===== src/hw/apb_iob_pkg.sv =====
/*
 * Shared bus widths, FIFO depth and the APB and IOb request/response structs
 */

`default_nettype none

package apb_iob_pkg;

   localparam int APB_ADDR_W = 8;              // Byte address
   localparam int DATA_W     = 32;
   localparam int WSTRB_W    = DATA_W / 8;     // One strobe per byte lane
   localparam int MEM_ADDR_W = 6;              // 64 words
   localparam int FIFO_DEPTH = 4;
   localparam int FIFO_PTR_W = 2;

   // Manager-driven APB signals
   typedef struct packed {
      logic                  sel;
      logic                  enable;
      logic                  write;
      logic [APB_ADDR_W-1:0] addr;
      logic [DATA_W-1:0]     wdata;
      logic [WSTRB_W-1:0]    wstrb;
   } apb_req_t;

   // Zero wstrb marks a read
   typedef struct packed {
      logic [APB_ADDR_W-1:0] addr;
      logic [DATA_W-1:0]     wdata;
      logic [WSTRB_W-1:0]    wstrb;
   } iob_req_t;

   typedef struct packed {
      logic              rvalid;
      logic [DATA_W-1:0] rdata;
   } iob_rsp_t;

endpackage

`default_nettype wire


===== src/hw/apb2iob_bridge.sv =====
/*
 * APB subordinate FSM issuing one IOb request per APB access
 * Registered APB ready and read data capture on rvalid
 */

`timescale 1ns/1ps
`default_nettype none

module apb2iob_bridge (
   input  logic                              clk_i,
   input  logic                              rst_i,

   // APB subordinate side
   input  apb_iob_pkg::apb_req_t             apb_req_i,
   output logic                              apb_ready_o,
   output logic [apb_iob_pkg::DATA_W-1:0]    apb_rdata_o,

   // IOb manager side
   output logic                              iob_valid_o,
   output apb_iob_pkg::iob_req_t             iob_req_o,
   input  logic                              iob_ready_i,
   input  apb_iob_pkg::iob_rsp_t             iob_rsp_i
);

   typedef enum logic [1:0] {
      ST_IDLE,
      ST_REQ,
      ST_WAIT_RD,
      ST_ACK
   } state_t;

   state_t                           state_q;
   state_t                           state_d;
   logic                             apb_ready_d;
   logic                             apb_ready_q;
   logic [apb_iob_pkg::DATA_W-1:0]   rdata_q;

   // Request follows the APB bus, which the manager holds for the whole access
   assign iob_req_o.addr  = apb_req_i.addr;
   assign iob_req_o.wdata = apb_req_i.wdata;
   assign iob_req_o.wstrb = apb_req_i.write ? apb_req_i.wstrb
                                            : {apb_iob_pkg::WSTRB_W{1'b0}};

   assign iob_valid_o = (state_q == ST_REQ);
   assign apb_ready_o = apb_ready_q;
   assign apb_rdata_o = rdata_q;

   always_comb begin
      state_d     = state_q;
      apb_ready_d = 1'b0;
      case (state_q)
         ST_IDLE: begin
            if (apb_req_i.sel && apb_req_i.enable) begin
               state_d = ST_REQ;
            end
         end
         ST_REQ: begin
            if (iob_ready_i) begin
               if (apb_req_i.write) begin
                  // Posted write, done once the FIFO took it
                  state_d     = ST_ACK;
                  apb_ready_d = 1'b1;
               end else begin
                  state_d = ST_WAIT_RD;
               end
            end
         end
         ST_WAIT_RD: begin
            if (iob_rsp_i.rvalid) begin
               state_d     = ST_ACK;
               apb_ready_d = 1'b1;
            end
         end
         default: begin
            state_d = ST_IDLE;           // ACK lasts one cycle
         end
      endcase
   end

   always_ff @(posedge clk_i) begin
      if (rst_i) begin
         state_q     <= ST_IDLE;
         apb_ready_q <= 1'b0;
      end else begin
         state_q     <= state_d;
         apb_ready_q <= apb_ready_d;
      end
   end

   // Read data held until the next read returns
   always_ff @(posedge clk_i) begin
      if (rst_i) begin
         rdata_q <= '0;
      end else if (iob_rsp_i.rvalid) begin
         rdata_q <= iob_rsp_i.rdata;
      end
   end

   // A stalled request must not move, which relies on the APB manager holding its bus
   a_req_stable: assert property (
      @(posedge clk_i) disable iff (rst_i)
      iob_valid_o && !iob_ready_i |=> $stable(iob_req_o)
   );

endmodule

`default_nettype wire


===== src/hw/apb_iob_top.sv =====
/*
 * Top level: APB bridge, request FIFO and memory subordinate
 */

`timescale 1ns/1ps
`default_nettype none

module apb_iob_top (
   input  logic                              clk_i,
   input  logic                              rst_i,
   input  logic                              stall_i,
   input  apb_iob_pkg::apb_req_t             apb_req_i,
   output logic                              apb_ready_o,
   output logic [apb_iob_pkg::DATA_W-1:0]    apb_rdata_o
);

   logic                    iob_valid;
   logic                    iob_ready;
   apb_iob_pkg::iob_req_t   iob_req;
   logic                    fifo_empty;
   apb_iob_pkg::iob_req_t   fifo_head;
   logic                    mem_pop;
   apb_iob_pkg::iob_rsp_t   iob_rsp;

   apb2iob_bridge u_bridge (
      .clk_i       (clk_i),
      .rst_i       (rst_i),
      .apb_req_i   (apb_req_i),
      .apb_ready_o (apb_ready_o),
      .apb_rdata_o (apb_rdata_o),
      .iob_valid_o (iob_valid),
      .iob_req_o   (iob_req),
      .iob_ready_i (iob_ready),
      .iob_rsp_i   (iob_rsp)       // Straight from the memory
   );

   iob_req_fifo u_fifo (
      .clk_i   (clk_i),
      .rst_i   (rst_i),
      .push_i  (iob_valid),
      .req_i   (iob_req),
      .ready_o (iob_ready),
      .pop_i   (mem_pop),
      .empty_o (fifo_empty),
      .head_o  (fifo_head)
   );

   iob_sram_subordinate u_sram (
      .clk_i   (clk_i),
      .rst_i   (rst_i),
      .stall_i (stall_i),
      .empty_i (fifo_empty),
      .req_i   (fifo_head),
      .pop_o   (mem_pop),
      .rsp_o   (iob_rsp)
   );

endmodule

`default_nettype wire


===== src/hw/iob_req_fifo.sv =====
/*
 * Four-entry circular FIFO of IOb requests, ready while not full
 */

`timescale 1ns/1ps
`default_nettype none

module iob_req_fifo (
   input  logic                    clk_i,
   input  logic                    rst_i,

   // Write side, push_i acts as valid
   input  logic                    push_i,
   input  apb_iob_pkg::iob_req_t   req_i,
   output logic                    ready_o,

   // Read side
   input  logic                    pop_i,
   output logic                    empty_o,
   output apb_iob_pkg::iob_req_t   head_o
);

   apb_iob_pkg::iob_req_t                 buf_q [apb_iob_pkg::FIFO_DEPTH];
   logic [apb_iob_pkg::FIFO_PTR_W-1:0]    wr_ptr_q;
   logic [apb_iob_pkg::FIFO_PTR_W-1:0]    rd_ptr_q;
   logic [apb_iob_pkg::FIFO_PTR_W:0]      count_q;
   logic                                  full;
   logic                                  do_push;
   logic                                  do_pop;

   assign full    = (count_q == (apb_iob_pkg::FIFO_PTR_W + 1)'(apb_iob_pkg::FIFO_DEPTH));
   assign ready_o = !full;
   assign empty_o = (count_q == '0);
   assign head_o  = buf_q[rd_ptr_q];

   assign do_push = push_i && !full;
   assign do_pop  = pop_i && !empty_o;

   // Storage
   always_ff @(posedge clk_i) begin
      if (do_push) begin
         buf_q[wr_ptr_q] <= req_i;
      end
   end

   // Pointers wrap on their own with a power-of-two depth
   always_ff @(posedge clk_i) begin
      if (rst_i) begin
         wr_ptr_q <= '0;
         rd_ptr_q <= '0;
         count_q  <= '0;
      end else begin
         if (do_push) begin
            wr_ptr_q <= wr_ptr_q + 1'b1;
         end
         if (do_pop) begin
            rd_ptr_q <= rd_ptr_q + 1'b1;
         end
         case ({do_push, do_pop})
            2'b10:   count_q <= count_q + 1'b1;
            2'b01:   count_q <= count_q - 1'b1;
            default: count_q <= count_q;       // Both or neither
         endcase
      end
   end

   // Producer keeps the request up while the FIFO is full
   a_push_held: assert property (
      @(posedge clk_i) disable iff (rst_i)
      push_i && full |=> push_i
   );

   // Consumer only takes the head when there is one
   a_no_pop_empty: assert property (
      @(posedge clk_i) disable iff (rst_i)
      pop_i |-> !empty_o
   );

endmodule

`default_nettype wire


===== src/hw/iob_sram_subordinate.sv =====
/*
 * 64-word byte-writable memory serving queued IOb requests
 * Read data returned one cycle after the pop
 */

`timescale 1ns/1ps
`default_nettype none

module iob_sram_subordinate (
   input  logic                    clk_i,
   input  logic                    rst_i,
   input  logic                    stall_i,   // Holds off all pops

   // Request FIFO head
   input  logic                    empty_i,
   input  apb_iob_pkg::iob_req_t   req_i,
   output logic                    pop_o,

   // Read response
   output apb_iob_pkg::iob_rsp_t   rsp_o
);

   logic [apb_iob_pkg::DATA_W-1:0]       mem_q [2**apb_iob_pkg::MEM_ADDR_W];
   logic [apb_iob_pkg::MEM_ADDR_W-1:0]   word_idx;
   logic                                 is_read;
   logic                                 rvalid_q;
   logic [apb_iob_pkg::DATA_W-1:0]       rdata_q;

   // Word index from the byte address
   assign word_idx = req_i.addr[apb_iob_pkg::MEM_ADDR_W+1:2];
   assign is_read  = (req_i.wstrb == '0);
   assign pop_o    = !empty_i && !stall_i;

   assign rsp_o.rvalid = rvalid_q;
   assign rsp_o.rdata  = rdata_q;

   always_ff @(posedge clk_i) begin
      if (pop_o) begin
         if (is_read) begin
            rdata_q <= mem_q[word_idx];
         end else begin
            // Merge only the enabled byte lanes
            for (int b = 0; b < apb_iob_pkg::WSTRB_W; b++) begin
               if (req_i.wstrb[b]) begin
                  mem_q[word_idx][8*b +: 8] <= req_i.wdata[8*b +: 8];
               end
            end
         end
      end
   end

   always_ff @(posedge clk_i) begin
      if (rst_i) begin
         rvalid_q <= 1'b0;
      end else begin
         rvalid_q <= pop_o && is_read;
      end
   end

endmodule

`default_nettype wire


===== config.mk =====
export PLATFORM = sky130hd
export DESIGN_NAME = apb_iob_top
export DESIGN_NICKNAME = d
export VERILOG_FILES = /design/src/hw/apb_iob_pkg.sv /design/src/hw/apb2iob_bridge.sv /design/src/hw/apb_iob_top.sv /design/src/hw/iob_req_fifo.sv /design/src/hw/iob_sram_subordinate.sv
export SDC_FILE = /design/constraint.sdc
export NUM_CORES = 2
export LEC_CHECK = 0
export BUFFER_PORTS_ARGS = -buffer_cell sky130_fd_sc_hd__clkbuf_2
export CAP_MARGIN = 20
export CORE_MARGIN = 5
export CORE_UTILIZATION = 50
export CTS_CLUSTER_DIAMETER = 120
export CTS_CLUSTER_SIZE = 10
export DETAILED_ROUTE_END_ITERATION = 10
export PLACE_DENSITY = 0.78
export SKIP_CTS_REPAIR_TIMING = 1
export SYNTH_ARGS = -nofsm -noshare
export SYNTH_HDL_FRONTEND = slang
export SYNTH_SLANG_ARGS = --single-unit

===== constraint.sdc =====
create_clock -name clk_i -period 4.1 [get_ports clk_i]
set_input_delay 0.41 -clock clk_i [delete_from_list [all_inputs] [get_ports clk_i]]
set_output_delay 0.41 -clock clk_i [all_outputs]
set_load 0.02 [all_outputs]

==> impl_metrics.json <==
{
  "vias": 54755,
  "final_core_util_pct": 58.9,
  "worstPathCellList": "mux4_4 > buf_12 > and3b_4 > buf_4 > buf_4 > a222oi_1 > a21oi_1 > a2111oi_0 > nand4_1",
  "num_rows": 153,
  "clock_latency_ps": 910,
  "numCtsBuffers": 279,
  "vdd_drop_max_mv": 0.853,
  "syn-num-nets": 5270,
  "io_buffer_count": 80,
  "relSlewSlack_pct": 24.6,
  "gp_congestion": 0.931,
  "slew_violations": 0,
  "ys_ff_latch": 2293,
  "p_leak_nw": 33.8,
  "synth_top_family_by_area": "compound AO/OA/AOI/OAI gates",
  "final_nets": 5905,
  "ioPinCount": 83,
  "drtAntennaViolNets": 0,
  "synth_simple_gate_area_share_pct": 5.08,
  "path_max_fanout": 27,
  "cp-end-kind": "flop",
  "dieHeight_um": 429,
  "yosys.area_share.adder_pct": 0.151,
  "cts_sinks": 2293,
  "placed_area_mm2": 0.0947,
  "period_share_pct": 101,
  "dp_hpwl_um": 158000,
  "placedCellCount": 7836,
  "yosysWarnings": 0,
  "fin_cells": 8231,
  "fmax_mhz": 242,
  "muxShareOfSynthArea_pct": 6.46,
  "r2r_cells": 9,
  "cap_violations": 0,
  "firstDrtPassIters": 9,
  "finalHoldViolations": 0,
  "tightest_slew_ps": 1130,
  "grt_pass1_vias": 53818,
  "drt-initial-drc-count": 9706,
  "status": "complete, but fails checks",
  "synth-seq-area-share_pct": 77.8,
  "finalSetupViolCount": 1,
  "path_clk_slew_ps": 50,
  "cp_data_arrival_time_ps": 4740,
  "drcViolationCount": 0,
  "ys_types": 63,
  "start_util_pct": 50.4,
  "antenna_found_initial": 5,
  "syn_inst": 5210,
  "yosys.area.top_type": "edfxtp_1",
  "h-tree-depth": 5,
  "r2r_end": "u_sram.rdata_q[3]",
  "grt_pass1_wl_um": 367000,
  "grt_usage_pct": 27.0,
  "path_class": "flop to flop",
  "setup_ws_ps": -25.3,
  "syn2layout_area_growth_pct": 16.8,
  "synth_xor_area_share_pct": 0.0498,
  "grt_max_degree": 65,
  "cts_tree": "yes",
  "design.die.area_mm2": 0.184,
  "crit_path_top_delay_cell": "mux4_4",
  "rrSetupSlack_ps": -30,
  "fin_skew_ps": 65.6,
  "synth-edff-count": 2248,
  "p_per_area_mw_per_mm2": 767,
  "fin_area_mm2": 0.103,
  "crit_path_frequent_cell": "buf_4",
  "critPathMaxStageDelay_ps": 760,
  "synth_top_cell_area_share_pct": 76.8,
  "cts_buffer_depth": 4,
  "avgSynthCellArea_um2": 16.9,
  "overflow": 0,
  "drive_above_1_share_pct": 18.9,
  "required_ps": 4710,
  "vias_per_cell": 6.65,
  "synth_area_leaders": "edfxtp_1 77%, mux2i_1 3.8%, mux4_2 2.0%",
  "wire_per_inst_um": 31.3,
  "ys.flop_type": "edfxtp_1",
  "layout_commonest_cell": "edfxtp_1",
  "failed_checks": "negative setup slack",
  "netlist_area_mm2": 0.0879,
  "cp-endpoint": "u_sram.rdata_q[3]",
  "routed_wl_um": 257000,
  "root_buffer": "clkbuf_16",
  "die_w_um": 429,
  "fp.coreArea_mm2": 0.174,
  "synth_compound_area_share_pct": 8.63,
  "startpoint_type": "flop",
  "min_period_ps": 4130,
  "synthArstFlopShare_pct": 0,
  "layout_common_cells": "2,248 x edfxtp_1, 518 x buf_4, 454 x nor2_1",
  "hp-class": "input pin to flop"
}
==> worst max-delay path, delay by kind of cell, from the launching register on <==
kind                   cells  cell delay (ps)
AOI/OAI and AO/OA          3             1240
muxes                      1              760
buffers and inverters      3              740
and+or+nand+nor            2              580
DFF                        1              450
==> report_power, final <==
group	total, mW	internal (mW)	switching, mW	leakage, nW
registers	30.2	30.0	0.200	20.6
logic	27.6	8.18	19.4	9.67
clock network	20.9	12.4	8.57	3.59
==> cells in the mapped netlist, types with 15 or more instances <==
library cell and instances:
a31oi_1 66, nor3_1 15, mux2_2 48, dfxtp_1 45, a211oi_1 34, mux2i_1 338
o21ai_0 111, a2111oi_0 25, a221oi_1 111, a221o_1 15, mux4_2 78, a21oi_1 212
a222oi_1 50, buf_2 118, or4_1 20, nand2_1 393, a22o_1 38, nand3_1 24
o22ai_1 25, edfxtp_1 2248, a311oi_1 43, a22oi_1 75, a32oi_1 18, clkbuf_1 136
buf_1 69, o32ai_1 18, o2bb2ai_1 114, nor2b_1 70, nor2_1 459, a32o_1 41
==> registers in the layout (all words and copies together) (netlist names), named ones only <==
| name | cells |
|---|---|
| u_sram.mem_q | 2048 |
| u_fifo.buf_q | 168 |
| u_bridge.apb_rdata_o | 32 |
| u_sram.rdata_q | 32 |
| u_fifo.count_q | 3 |
| u_bridge.state_q | 2 |
| u_fifo.rd_ptr_q | 2 |
| u_fifo.wr_ptr_q | 2 |
| u_bridge.apb_ready_o | 1 |
| u_sram.rvalid_q | 1 |
==> how the worst min path moves through the flow <==
stage                       start                        to  depth (start not counted)
6_report                    rst_i   u_bridge.apb_rdata_o[3]                          2
3_5_place_dp   u_sram.rdata_q[24]  u_bridge.apb_rdata_o[24]                          2
4_1_cts             apb_req_i[16]       u_fifo.buf_q[1][16]                          1
2_1_floorplan  u_sram.rdata_q[28]  u_bridge.apb_rdata_o[28]                          2
3_3_place_gp    u_sram.rdata_q[4]   u_bridge.apb_rdata_o[4]                          2
5_1_grt             apb_req_i[44]        u_fifo.buf_q[2][1]                          2
==> stage by stage <==
step	setup slack (ps)	power (mW)	hold slack (ps)	setup TNS, ps
global route	-0.162	80.4	40.0	-0.162
finish	-25.3	78.7	25.4	-25.3
floorplan	620	44.3	456	0
detailed placement	-302	56.8	481	-313
global placement	-291	56.1	471	-291
CTS	-321	77.6	-325	-452
==> layer usage <==
layer	share of wire, %	up-vias	GRT usage [%]
met4	7.4	2	16.8
met5	0.0050	-	0
li1	-	21927	-
met3	14	926	7.47
met1	33	26858	34.3
met2	46	5042	41.5
==> kinds of logic (layout without fill, tap and decap cells) <==
logic type,count (synthesis),in the layout
adder cells (fa/ha/maj),10,10
AND/OR/NAND/NOR,1055,1055
AO/OA/AOI/OAI,1031,1031
multiplexers,464,464
XOR/XNOR,5,5
flip-flops,2293,2293
buffers and inverters,352,1044
other,0,4
==> area by class of cell <==
type	instances	area, um2
Multi-Input combinational cell	2565	18100
Clock inverter	5	43.8
Timing Repair Buffer	696	5810
Tap cell	2325	2910
Fill cell	11907	71700
Clock buffer	333	7310
Antenna cell	4	10.0
Inverter	10	37.5
Sequential cell	2293	68400
(Power assumes the default switching activity.)
